## src/common/periph_pkg.sv

```systemverilog
// Shared definitions for the 0x800000xx peripheral window
// Only register offset 0 of each slot is mapped, except slot 7 which is a raw byte window
// UART slots 0 and 1 are kept in the map but have no hardware behind them
package periph_pkg;

    // ==============================
    // Word widths
    // ==============================
    localparam int WORD_WIDTH = 32;        // Bus data and address width

    typedef logic [WORD_WIDTH-1:0] word_t; // Address and data word

    // ==============================
    // Access size, funct3[1:0]
    // ==============================
    // funct3[2] is the unsigned flag and is carried separately
    typedef enum logic [1:0] {
        SIZE_BYTE = 2'd0,                  // LB / LBU / SB
        SIZE_HALF = 2'd1,                  // LH / LHU / SH
        SIZE_WORD = 2'd2                   // LW / SW
    } access_size_e;

    // ==============================
    // Peripheral slots, addr[7:4]
    // ==============================
    typedef enum logic [3:0] {
        SLOT_UART0   = 4'd0,               // Unmapped here, reads 0
        SLOT_UART1   = 4'd1,               // Unmapped here, reads 0
        SLOT_I2C     = 4'd2,
        SLOT_GPIO    = 4'd3,
        SLOT_SPI     = 4'd4,
        SLOT_COUNTER = 4'd5,
        SLOT_EXT     = 4'd7                // External byte-lane window
    } periph_slot_e;

    // Window hit when addr[31:8] == 24'h800000
    localparam word_t PERIPH_WIN_BASE = 32'h8000_0000;
    localparam word_t PERIPH_WIN_MASK = 32'hFFFF_FF00;

    // Data register, addr[3:2]
    localparam logic [1:0] REG_OFFSET_DATA = 2'b00;

    // ==============================
    // Output register reset values
    // ==============================
    localparam word_t I2C_WR_RESET = 32'h0000_0003; // SCL and SDA released
    localparam word_t SPI_WR_RESET = 32'h0000_0000; // SCK and MOSI low

endpackage

```

## src/ext_bus/ext_bus_align.sv

```systemverilog
// Byte-lane steering for the external window, all combinational
// Half accesses at odd offsets raise no strobes; word accesses ignore the offset
// Read data must be valid in the address cycle; it is registered in the read path
`timescale 1ns/1ns

module ext_bus_align (
    input  logic [1:0]        addr_lo_i,     // addr[1:0], byte lane
    input  logic [2:0]        funct3_i,      // [2] unsigned, [1:0] size
    input  periph_pkg::word_t wdata_i,       // Right-aligned write data
    input  logic              wr_en_i,
    input  logic              ext_sel_i,     // Slot 7 hit
    input  periph_pkg::word_t ext_rddata_i,  // Lane-aligned read data
    output periph_pkg::word_t ext_wdata_o,   // Write data moved to its lane
    output logic [3:0]        ext_strb_o,
    output periph_pkg::word_t ext_rdata_o    // Right-aligned and extended
);
    import periph_pkg::*;

    access_size_e size;
    logic         is_unsigned;
    logic [4:0]   lane_shift;   // Byte offset in bits
    logic [3:0]   strb_raw;     // Before write and select gating
    word_t        rd_shifted;

    assign size        = access_size_e'(funct3_i[1:0]);
    assign is_unsigned = funct3_i[2];
    assign lane_shift  = {addr_lo_i, 3'b000};

    // ==============================
    // Write side
    // ==============================
    assign ext_wdata_o = wdata_i << lane_shift;   // Low bytes up to the lane

    always_comb begin
        case (size)
            SIZE_BYTE: strb_raw = 4'b0001 << addr_lo_i;
            SIZE_HALF: begin
                if (addr_lo_i[0]) begin
                    strb_raw = 4'b0000;            // Misaligned half
                end else begin
                    strb_raw = addr_lo_i[1] ? 4'b1100 : 4'b0011;
                end
            end
            SIZE_WORD: strb_raw = 4'b1111;
            default:   strb_raw = 4'b0000;         // funct3[1:0] == 3
        endcase
    end

    assign ext_strb_o = (wr_en_i && ext_sel_i) ? strb_raw : 4'b0000;

    // ==============================
    // Read side
    // ==============================
    assign rd_shifted = ext_rddata_i >> lane_shift;  // Lane down to bit 0

    always_comb begin
        case (size)
            SIZE_BYTE: ext_rdata_o = {{24{~is_unsigned & rd_shifted[7]}}, rd_shifted[7:0]};
            SIZE_HALF: ext_rdata_o = {{16{~is_unsigned & rd_shifted[15]}}, rd_shifted[15:0]};
            default:   ext_rdata_o = rd_shifted;  // Word and reserved size
        endcase
    end

endmodule

```

## src/pins/pin_ctrl_regs.sv

```systemverilog
// Output value registers for the GPIO, I2C and SPI pins
// Whole-word writes only; the byte strobes of the bus are not used here
// GPIO_WIDTH must stay below 32
`timescale 1ns/1ns

module pin_ctrl_regs #(
    parameter int                    GPIO_WIDTH    = 4,
    parameter logic [GPIO_WIDTH-1:0] GPIO_WR_RESET = 2
) (
    input  logic                  clk_i,
    input  logic                  cpu_rst,
    input  periph_pkg::word_t     wdata_i,     // Bus write data
    input  logic                  gpio_wr_i,   // Strobes from decode
    input  logic                  i2c_wr_i,
    input  logic                  spi_wr_i,
    output logic [GPIO_WIDTH-1:0] gpio_out_o,
    output logic [1:0]            i2c_out_o,   // {sda, scl} with 1 released
    output logic [2:0]            spi_out_o    // {sck, mosi, miso}
);
    import periph_pkg::*;

    // ==============================
    // Pin output registers
    // ==============================
    always_ff @(posedge clk_i or posedge cpu_rst) begin
        if (cpu_rst) begin
            gpio_out_o <= GPIO_WR_RESET;
            i2c_out_o  <= I2C_WR_RESET[1:0];   // Bus idle with both lines high
            spi_out_o  <= SPI_WR_RESET[2:0];
        end else begin
            if (gpio_wr_i) begin
                gpio_out_o <= wdata_i[GPIO_WIDTH-1:0];
            end
            if (i2c_wr_i) begin
                i2c_out_o <= wdata_i[1:0];
            end
            if (spi_wr_i) begin
                spi_out_o <= wdata_i[2:0];     // Bit 0 stored though MISO stays input
            end
        end
    end

endmodule

```

## src/pins/pin_drive.sv

```systemverilog
// Pad drive and enable from the output registers and fixed direction masks
// Pad inputs are registered every cycle, zero-padded to a word
// I2C pads only ever pull low; the pull-up is external
`timescale 1ns/1ns

module pin_drive #(
    parameter int                    GPIO_WIDTH    = 4,
    parameter logic [GPIO_WIDTH-1:0] GPIO_DIR_MASK = 3,  // 1 = output
    parameter logic [GPIO_WIDTH-1:0] GPIO_OD_MASK  = 2   // 1 = open drain
) (
    input  logic                  clk_i,
    input  logic                  cpu_rst,
    input  logic [GPIO_WIDTH-1:0] gpio_out_i,
    input  logic [1:0]            i2c_out_i,      // {sda, scl}
    input  logic [2:0]            spi_out_i,      // {sck, mosi, miso}
    input  logic [GPIO_WIDTH-1:0] gpio_i,
    input  logic                  scl_i,
    input  logic                  sda_i,
    input  logic                  miso_i,
    output logic [GPIO_WIDTH-1:0] gpio_o,
    output logic [GPIO_WIDTH-1:0] gpio_oe_o,
    output logic                  scl_oe_o,
    output logic                  sda_oe_o,
    output logic                  sck_o,
    output logic                  mosi_o,
    output periph_pkg::word_t     gpio_sample_o,
    output periph_pkg::word_t     i2c_sample_o,
    output periph_pkg::word_t     spi_sample_o
);
    import periph_pkg::*;

    localparam logic [2:0] SPI_DIR_MASK = 3'b110;  // SCK, MOSI out

    logic [2:0] spi_pad;    // Wire level per SPI line
    word_t      gpio_word;

    // Open-drain bits only enable the driver for a 0
    assign gpio_o    = gpio_out_i;
    assign gpio_oe_o = GPIO_DIR_MASK & ~(GPIO_OD_MASK & gpio_out_i);

    assign scl_oe_o = ~i2c_out_i[0];   // Pull low when written 0
    assign sda_oe_o = ~i2c_out_i[1];

    assign spi_pad = (spi_out_i & SPI_DIR_MASK) | ({2'b00, miso_i} & ~SPI_DIR_MASK);
    assign sck_o   = spi_pad[2];
    assign mosi_o  = spi_pad[1];

    always_comb begin
        gpio_word                   = '0;
        gpio_word[GPIO_WIDTH-1:0]   = gpio_i;
    end

    // ==============================
    // Pad sample registers
    // ==============================
    always_ff @(posedge clk_i or posedge cpu_rst) begin
        if (cpu_rst) begin
            gpio_sample_o <= '0;
            i2c_sample_o  <= '0;
            spi_sample_o  <= '0;
        end else begin
            gpio_sample_o <= gpio_word;
            i2c_sample_o  <= {30'b0, sda_i, scl_i};
            spi_sample_o  <= {29'b0, spi_pad};
        end
    end

    // Open-drain GPIO never drives a high level onto the pad
    assert property (@(posedge clk_i) disable iff (cpu_rst)
        (gpio_oe_o & gpio_o & GPIO_OD_MASK) == '0);

endmodule

```

## src/source/free_counter.sv

```systemverilog
// Free-running 32-bit cycle counter that wraps at all ones
// A load takes the written value; counting resumes from it on the next cycle
`timescale 1ns/1ns

module free_counter (
    input  logic              clk_i,
    input  logic              cpu_rst,
    input  logic              load_i,        // Counter register written
    input  periph_pkg::word_t load_value_i,  // Write data
    output periph_pkg::word_t count_o
);
    import periph_pkg::*;

    word_t count_q;

    always_ff @(posedge clk_i or posedge cpu_rst) begin
        if (cpu_rst) begin
            count_q <= '0;
        end else if (load_i) begin
            count_q <= load_value_i;
        end else begin
            count_q <= count_q + 1'b1;            // Wraps naturally
        end
    end

    assign count_o = count_q;

    // Steady count when left alone and across the wrap from all ones
    assert property (@(posedge clk_i) disable iff (cpu_rst)
        !$past(load_i) && !$past(cpu_rst) |-> count_o == $past(count_o) + 1'b1);

endmodule

```

## src/source/periph_decode.sv

```systemverilog
// Address decode for the peripheral window
// Write strobes need the data offset; the external slot ignores the offset
// Address phase only, no handshake, purely combinational
`timescale 1ns/1ns

module periph_decode (
    input  periph_pkg::word_t        addr_i,      // Address phase address
    input  logic                     wr_en_i,     // Address phase write
    output periph_pkg::periph_slot_e rd_slot_o,   // Read source select
    output logic                     rd_hit_o,    // Read lands on a mapped location
    output logic                     ext_sel_o,   // Slot 7 selected
    output logic [3:0]               ext_addr_o,  // Byte address inside slot 7
    output logic                     i2c_wr_o,
    output logic                     gpio_wr_o,
    output logic                     spi_wr_o,
    output logic                     counter_wr_o
);
    import periph_pkg::*;

    logic         win_hit;   // addr in 0x800000xx
    logic         data_off;  // addr[3:2] on data register
    periph_slot_e slot;

    assign win_hit  = (addr_i & PERIPH_WIN_MASK) == PERIPH_WIN_BASE;
    assign slot     = periph_slot_e'(addr_i[7:4]);
    assign data_off = (addr_i[3:2] == REG_OFFSET_DATA);

    // Read selection, unmapped slots are zeroed in the read path
    assign rd_slot_o  = slot;
    assign rd_hit_o   = win_hit && (data_off || slot == SLOT_EXT);
    assign ext_sel_o  = win_hit && (slot == SLOT_EXT);
    assign ext_addr_o = addr_i[3:0];

    // ==============================
    // Write strobes
    // ==============================
    always_comb begin
        i2c_wr_o     = 1'b0;
        gpio_wr_o    = 1'b0;
        spi_wr_o     = 1'b0;
        counter_wr_o = 1'b0;
        if (win_hit && data_off && wr_en_i) begin
            case (slot)
                SLOT_I2C:     i2c_wr_o     = 1'b1;
                SLOT_GPIO:    gpio_wr_o    = 1'b1;
                SLOT_SPI:     spi_wr_o     = 1'b1;
                SLOT_COUNTER: counter_wr_o = 1'b1;
                default:      ;                    // UART and slot 6 drop writes
            endcase
        end
        // Never more than one register block written per access
        assert ($onehot0({i2c_wr_o, gpio_wr_o, spi_wr_o, counter_wr_o}))
            else $error("periph_decode: more than one write strobe");
    end

endmodule

```

## src/source/periph_read_path.sv

```systemverilog
// Read-back mux with one cycle of registered latency
// Misses and unmapped slots (UART0, UART1, slot 6) return 0
// Reads have no side effects on any source
`timescale 1ns/1ns

module periph_read_path (
    input  logic                     clk_i,
    input  logic                     cpu_rst,
    input  periph_pkg::periph_slot_e rd_slot_i,      // Slot of the address phase
    input  logic                     rd_hit_i,       // Window and offset matched
    input  periph_pkg::word_t        counter_i,      // Live counter value
    input  periph_pkg::word_t        gpio_sample_i,  // Registered pad words
    input  periph_pkg::word_t        i2c_sample_i,
    input  periph_pkg::word_t        spi_sample_i,
    input  periph_pkg::word_t        ext_rdata_i,    // Aligned and extended ext data
    output periph_pkg::word_t        rdata_o
);
    import periph_pkg::*;

    word_t rd_mux;   // Address phase selection
    word_t rdata_q;

    // ==============================
    // Source select
    // ==============================
    always_comb begin
        rd_mux = '0;
        if (rd_hit_i) begin
            case (rd_slot_i)
                SLOT_I2C:     rd_mux = i2c_sample_i;
                SLOT_GPIO:    rd_mux = gpio_sample_i;
                SLOT_SPI:     rd_mux = spi_sample_i;
                SLOT_COUNTER: rd_mux = counter_i;
                SLOT_EXT:     rd_mux = ext_rdata_i;
                default:      rd_mux = '0;         // UART slots and holes
            endcase
        end
    end

    // Data phase register one cycle after the address
    always_ff @(posedge clk_i or posedge cpu_rst) begin
        if (cpu_rst) begin
            rdata_q <= '0;
        end else begin
            rdata_q <= rd_mux;
        end
    end

    assign rdata_o = rdata_q;

endmodule

```

## src/source/periph_subsys.sv

```systemverilog
// Memory-mapped peripheral subsystem at 0x800000xx
// Pads are split into input, output and enable; the board adds the tristate buffers
// GPIO direction and open-drain masks are fixed by parameter
`timescale 1ns/1ns

module periph_subsys #(
    parameter int                    GPIO_WIDTH    = 4,
    parameter logic [GPIO_WIDTH-1:0] GPIO_DIR_MASK = 3,  // 1 = output
    parameter logic [GPIO_WIDTH-1:0] GPIO_OD_MASK  = 2,  // 1 = open drain
    parameter logic [GPIO_WIDTH-1:0] GPIO_WR_RESET = 2   // Output value after reset
) (
    input  logic                  clk_i,
    input  logic                  cpu_rst,
    // Bus master, address phase
    input  periph_pkg::word_t     addr_i,
    input  periph_pkg::word_t     wdata_i,
    input  logic                  wr_en_i,
    input  logic [2:0]            funct3_i,
    output periph_pkg::word_t     rdata_o,      // One cycle after address
    // External byte-lane window
    input  periph_pkg::word_t     ext_rddata_i,
    output periph_pkg::word_t     ext_wdata_o,
    output logic [3:0]            ext_strb_o,
    output logic                  ext_sel_o,
    output logic [3:0]            ext_addr_o,
    // Pads
    input  logic [GPIO_WIDTH-1:0] gpio_i,
    output logic [GPIO_WIDTH-1:0] gpio_o,
    output logic [GPIO_WIDTH-1:0] gpio_oe_o,
    input  logic                  scl_i,
    input  logic                  sda_i,
    output logic                  scl_oe_o,
    output logic                  sda_oe_o,
    input  logic                  miso_i,
    output logic                  sck_o,
    output logic                  mosi_o
);
    import periph_pkg::*;

    periph_slot_e          rd_slot;
    logic                  rd_hit;
    logic                  i2c_wr, gpio_wr, spi_wr, counter_wr;
    word_t                 counter;
    word_t                 gpio_sample, i2c_sample, spi_sample;
    word_t                 ext_rdata;
    logic [GPIO_WIDTH-1:0] gpio_out;
    logic [1:0]            i2c_out;
    logic [2:0]            spi_out;

    periph_decode u_decode (
        .addr_i(addr_i), .wr_en_i(wr_en_i), .rd_slot_o(rd_slot), .rd_hit_o(rd_hit),
        .ext_sel_o(ext_sel_o), .ext_addr_o(ext_addr_o), .i2c_wr_o(i2c_wr),
        .gpio_wr_o(gpio_wr), .spi_wr_o(spi_wr), .counter_wr_o(counter_wr)
    );

    free_counter u_counter (
        .clk_i(clk_i), .cpu_rst(cpu_rst), .load_i(counter_wr),
        .load_value_i(wdata_i), .count_o(counter)
    );

    pin_ctrl_regs #(.GPIO_WIDTH(GPIO_WIDTH), .GPIO_WR_RESET(GPIO_WR_RESET)) u_pin_regs (
        .clk_i(clk_i), .cpu_rst(cpu_rst), .wdata_i(wdata_i), .gpio_wr_i(gpio_wr),
        .i2c_wr_i(i2c_wr), .spi_wr_i(spi_wr), .gpio_out_o(gpio_out),
        .i2c_out_o(i2c_out), .spi_out_o(spi_out)
    );

    pin_drive #(
        .GPIO_WIDTH(GPIO_WIDTH), .GPIO_DIR_MASK(GPIO_DIR_MASK), .GPIO_OD_MASK(GPIO_OD_MASK)
    ) u_pin_drive (
        .clk_i(clk_i), .cpu_rst(cpu_rst), .gpio_out_i(gpio_out), .i2c_out_i(i2c_out),
        .spi_out_i(spi_out), .gpio_i(gpio_i), .scl_i(scl_i), .sda_i(sda_i),
        .miso_i(miso_i), .gpio_o(gpio_o), .gpio_oe_o(gpio_oe_o), .scl_oe_o(scl_oe_o),
        .sda_oe_o(sda_oe_o), .sck_o(sck_o), .mosi_o(mosi_o),
        .gpio_sample_o(gpio_sample), .i2c_sample_o(i2c_sample), .spi_sample_o(spi_sample)
    );

    ext_bus_align u_ext_align (
        .addr_lo_i(addr_i[1:0]), .funct3_i(funct3_i), .wdata_i(wdata_i),
        .wr_en_i(wr_en_i), .ext_sel_i(ext_sel_o), .ext_rddata_i(ext_rddata_i),
        .ext_wdata_o(ext_wdata_o), .ext_strb_o(ext_strb_o), .ext_rdata_o(ext_rdata)
    );

    periph_read_path u_read_path (
        .clk_i(clk_i), .cpu_rst(cpu_rst), .rd_slot_i(rd_slot), .rd_hit_i(rd_hit),
        .counter_i(counter), .gpio_sample_i(gpio_sample), .i2c_sample_i(i2c_sample),
        .spi_sample_i(spi_sample), .ext_rdata_i(ext_rdata), .rdata_o(rdata_o)
    );

endmodule

```

## config.mk

```make
export PLATFORM = sky130hd
export DESIGN_NAME = periph_subsys
export DESIGN_NICKNAME = d
export VERILOG_FILES = /design/src/common/periph_pkg.sv /design/src/ext_bus/ext_bus_align.sv /design/src/pins/pin_ctrl_regs.sv /design/src/pins/pin_drive.sv /design/src/source/free_counter.sv /design/src/source/periph_decode.sv /design/src/source/periph_read_path.sv /design/src/source/periph_subsys.sv
export SDC_FILE = /design/constraint.sdc
export NUM_CORES = 1
export LEC_CHECK = 0
export BUFFER_PORTS_ARGS = -buffer_cell sky130_fd_sc_hd__buf_2
export CORE_MARGIN = 4
export CORE_UTILIZATION = 25
export CTS_CLUSTER_DIAMETER = 40
export DETAILED_ROUTE_END_ITERATION = 10
export SYNTH_ARGS = -nofsm -noshare
export SYNTH_HDL_FRONTEND = slang
export SYNTH_HIERARCHICAL = 1
export SYNTH_SLANG_ARGS = --single-unit
```

## constraint.sdc

```tcl
create_clock -name clk_i -period 2.75 [get_ports clk_i]
set_clock_uncertainty 0.05 [all_clocks]
set_input_delay 0.55 -clock clk_i [delete_from_list [all_inputs] [get_ports clk_i]]
set_output_delay 0.55 -clock clk_i [all_outputs]
set_load 0.03 [all_outputs]
```

# ---- Yosys cells after proc, flatten, opt, wreduce, memory -nomap -nowiden
# Index checks and enable logic that the tools add are counted.
dict set report op_classes {
  add_sub_neg 1
  eq_ne 8
  shifts 3
  muxes 16
  bitwise 7
  reduce_logical 8
}
# op n
set ops {}
lappend ops {{case mux 32 bit (5 select lines)} 1}
lappend ops {{2-to-1 mux 32 bit} 2}
lappend ops {{case mux 32 bit (2 select lines)} 1}
lappend ops {{adder 32 x 1 -> 32 bit, second input constant} 1}
lappend ops {{left shift 32 x 5 -> 32 bit} 1}
lappend ops {{right shift 32 x 5 -> 32 bit} 1}
lappend ops {{== test 24 bit, second input constant} 1}
lappend ops {{== test 4 x 3 -> 1 bit, second input constant} 3}
lappend ops {{2-to-1 mux 4 bit} 3}
lappend ops {{case mux 4 bit (3 select lines)} 1}
lappend ops {{== test 4 x 2 -> 1 bit, second input constant} 2}
lappend ops {{2-to-1 mux 1 bit} 8}
lappend ops {{logical AND 1 bit} 5}
lappend ops {{zero test 2 bit} 2}
lappend ops {{left shift 1 x 2 -> 4 bit, first input constant} 1}
lappend ops {{inverter 1 bit} 3}
lappend ops {{OR 3 x 1 -> 3 bit} 1}
lappend ops {{bitwise AND 1 bit} 2}
lappend ops {{== test 2 x 1 -> 1 bit, second input constant} 1}
lappend ops {{== test 2 bit, second input constant} 1}
lappend ops {{inverter 2 bit} 1}
lappend ops {{logical OR 1 bit} 1}
dict set report word_totals {
  register_bits 82
  word_cells 51
}

# ---- Longest topological paths before layout
dict set report depth {
  word_depth 5
  depth_mapped 10
}

# ---- By module
# The synthesis kept the hierarchy.
# mod instances cells_each area_per_inst_um2 seq_area_each_um2
set by_module_without_submodules {}
lappend by_module_without_submodules {periph_read_path 1 295 2675.1 800.8}
lappend by_module_without_submodules {free_counter 1 218 1870.5 800.8}
lappend by_module_without_submodules {ext_bus_align 1 203 1311.3 0.0}
lappend by_module_without_submodules {pin_drive 1 111 968.4 225.2}
lappend by_module_without_submodules {pin_ctrl_regs 1 19 334.1 229.0}
lappend by_module_without_submodules {periph_decode 1 31 232.7 0.0}

# ---- Worst setup path after synthesis
# No wires, ideal clock.
dict set report synth_path {
  kind {input -> output}
  startpoint {input addr_i[29]}
  endpoint {output ext_strb_o[0]}
  t_arrival_ns 2.564
  t_required_ns 2.150
  setup_slack_ns -0.414
  cell_stages 5
  n_path_buf 0
  cell_sequence {nor4b_2 > nand4_2 > nor3_1 > nand2_1 > a21oi_1}
}
dict set report synth_between {
  elab_chain_cells 4
}
# element line_no
set synth_lines {}
lappend synth_lines {{from (decl)} periph_subsys.sv:15} ;# input periph_pkg::word_t addr_i,
lappend synth_lines {{== test 24 bit} periph_decode.sv:24} ;# assign win_hit = (addr_i & PERIPH_WIN_MASK) == PERIPH_WIN_BASE;
lappend synth_lines {{logical AND 1 bit} periph_decode.sv:31} ;# assign ext_sel_o = win_hit && (slot == SLOT_EXT);
lappend synth_lines {{via ext_sel_o} periph_subsys.sv:24} ;# output logic ext_sel_o,
lappend synth_lines {{logical AND 1 bit} ext_bus_align.sv:49} ;# assign ext_strb_o = (wr_en_i && ext_sel_i) ? strb_raw : 4'b0000;
lappend synth_lines {{2-to-1 mux 4 bit} ext_bus_align.sv:49}
lappend synth_lines {{to (decl)} periph_subsys.sv:23} ;# output logic [3:0] ext_strb_o,
# The timed path passes the listed nets, and every way through them passes these cells.

# ---- Worst setup path in the final report
dict set report layout_path {
  startpoint {input addr_i[22]}
  endpoint {output ext_strb_o[3]}
}
dict set report layout_between {
  elab_chain_cells 4
}
# element line_no
set layout_lines {}
lappend layout_lines {{== test 24 bit} periph_decode.sv:24}
lappend layout_lines {{logical AND 1 bit} periph_decode.sv:31}
lappend layout_lines {{logical AND 1 bit} ext_bus_align.sv:49}
lappend layout_lines {{2-to-1 mux 4 bit} ext_bus_align.sv:49}
# No other way between the ends.

==> summary.txt <==
Finish
  – Core Util, Final: 29.8%
  – Commonest non-fill, non-tap cell in the layout: buf_2
  – Area Overhead vs Synth: 16.9%
  – NumNets Final: 1135
  – Design area: 8600 sq um
  – Cell Count, Final, Fillers Out: 1415
  – Commonest cells after routing, fill and taps aside: 190 x buf_2, 90 x conb_1, 86 x nand2_1
  – Share of post-route cells with drive strength above 1: 27.5%

Die
  – Overall die width: 180 um
  – Core area: 28900 sq um
  – Die Y-Extent: 180 um
  – Number of cell rows: 62
  – Die area: 32200 sq um
  – IO Count: 194
  – Initial Utilization: 25.5%

Clocking
  – # resized after CTS: 0
  – Root Buffer: clkbuf_16
  – Number of CTS-inserted buffers: 9
  – Hold_buf cts: 0
  – Clock sinks: 81
  – Clock tree buffer depth: 2
  – CTS tree: done
  – Post-CTS setup buffer count: 0
  – CTS H-tree lvls: 3
  – Worst-Skew Late Latency: 0.35 ns
  – Clock transition at path regs: 0.06 ns

GRT
  – First-pass GRT wire length: 37600 um
  – Largest net degree at the start of global routing: 99
  – Global route total overflow: 0
  – Vias in the first global route: 6435
  – Total GRT Usage: 14.6%
  – Initial antenna violation count: 1

Setup path
  – Flop2flop setup slack: 0.52 ns
  – Crit start category: input pin
  – Crit path capture type: primary output
  – Critical path type: input pin to primary output
  – Worst path arrival time: 1.94 ns
  – Reg2Reg Depth: 4
  – Worst path required time: 2.15 ns
  – FF-to-FF End: u_counter/count_o[20]$_DFF_PP0_
  – CP Max Fanout: 4
  – Worst r2r src: u_counter/count_o[13]$_DFF_PP0_

Timing
  – Setup TNS: 0 ns
  – Tmin final: 2.54 ns
  – Slew @ Worst Pin: 0.662 ns
  – Final setup fails: 0
  – Unrepaired setup endpoints after global routing: false
  – Slew headroom: 55.7%
  – Final hold vios: 0
  – FMAX: 0.393 GHz
  – Final Slew Violations: 0
  – Tcrit/Tclk final: 92.5%

Routing
  – Via density: 4.77
  – Detailed Route Iter0 Violations: 573
  – WL/cell: 17.6 um
  – Drt first pass iters: 5
  – # DRC: 0
  – Routed wire length: 24900 um
  – Routed vias: 6756
  – Detail Route Antenna Nets: 0

Pwr
  – Total power: 0.00331 W
  – Max rail drop VDD: 181 uV
  – Power density cells: 385 nW/um^2
  – Leakage: 4.04 nW

Synthesis
  – Ys Warns: 6
  – Post-Syn Area: 7360 sq um
  – Post-synthesis cell count: 875
  – Synth Area per Inst: 8.41 sq um

Place
  – PortBufs: 190
  – Cells after DPL: 1398
  – Final RePlAce weighted congestion: 0.905
  – Post-DP HPWL: 19100 um
  – Placement Cell Area: 8240 sq um

Worst hold path
  – Class of the worst hold path: input pin to async pin

Job
  – Max Cap Viol: 0

Outcome
  – Outcome: completed
==> worst max path at each step <==
stage                           from            end  slack (ns)  cells after the start
after floorplan           addr_i[29]  ext_strb_o[0]       -0.11                      5
after global placement    addr_i[29]  ext_strb_o[2]        0.20                      7
after detailed placement  addr_i[23]  ext_strb_o[3]        0.15                      7
after CTS                 addr_i[23]  ext_strb_o[3]        0.16                      7
after global routing      addr_i[23]  ext_strb_o[3]        0.12                      7
final                     addr_i[22]  ext_strb_o[3]        0.21                      7
==> per-stage QoR <==
| stage | setup slack (ns) | hold slack [ns] |
|---|---|---|
| after floorplan | -0.108 | 0.314 |
| after global placement | 0.198 | 0.376 |
| after detailed placement | 0.155 | 0.380 |
| after CTS | 0.156 | 0.140 |
| after global routing | 0.118 | 0.150 |
| final | 0.205 | 0.135 |
==> critical path: stages <==
cell     delay (ns)
buf_2          0.10
nor4_2         0.30
nand4_2        0.16
nor3_2         0.22
nand2_1        0.22
a21oi_1        0.17
buf_2          0.21
==> power by group <==
part | leakage, nW | internal [W] | switching, W
registers | 0.996 | 0.00120 | 0.00000174
clock network | 0.165 | 0.000915 | 0.000514
logic | 2.88 | 0.000252 | 0.000433
total | 4.04 | 0.00236 | 0.000949
==> layer usage <==
layer	part of all wire [%]	vias up	wire length (um)	GRT usage, %
met5	0	-	0	0
met3	5.6	40	1380	2.38
met4	2.6	0	641	5.18
met2	45	249	11100	22.6
li1	-	3270	-	-
met1	47	3197	11700	20.6
==> registers in the layout, summed over array words and instances (netlist names) <==
signal and count:
u_pin_drive/gpio_sample_o 4, u_pin_drive/spi_sample_o 3, u_pin_regs/i2c_out_o 2, u_read_path/rdata_o 32, u_counter/count_o 32, u_pin_regs/gpio_out_o 4, u_pin_regs/spi_out_o 2, u_pin_drive/i2c_sample_o 2
==> cell type report <==
type | count | area (sq um)
tap | 384 | 480
inverter | 15 | 56.3
clock buffer | 10 | 239
antenna | 1 | 2.50
multi-input combinational | 700 | 4440
timing repair buffer | 218 | 1240
sequential | 81 | 2030
clock inverter | 6 | 114
fill | 3163 | 20300
Power figures use the tool's default switching activity.
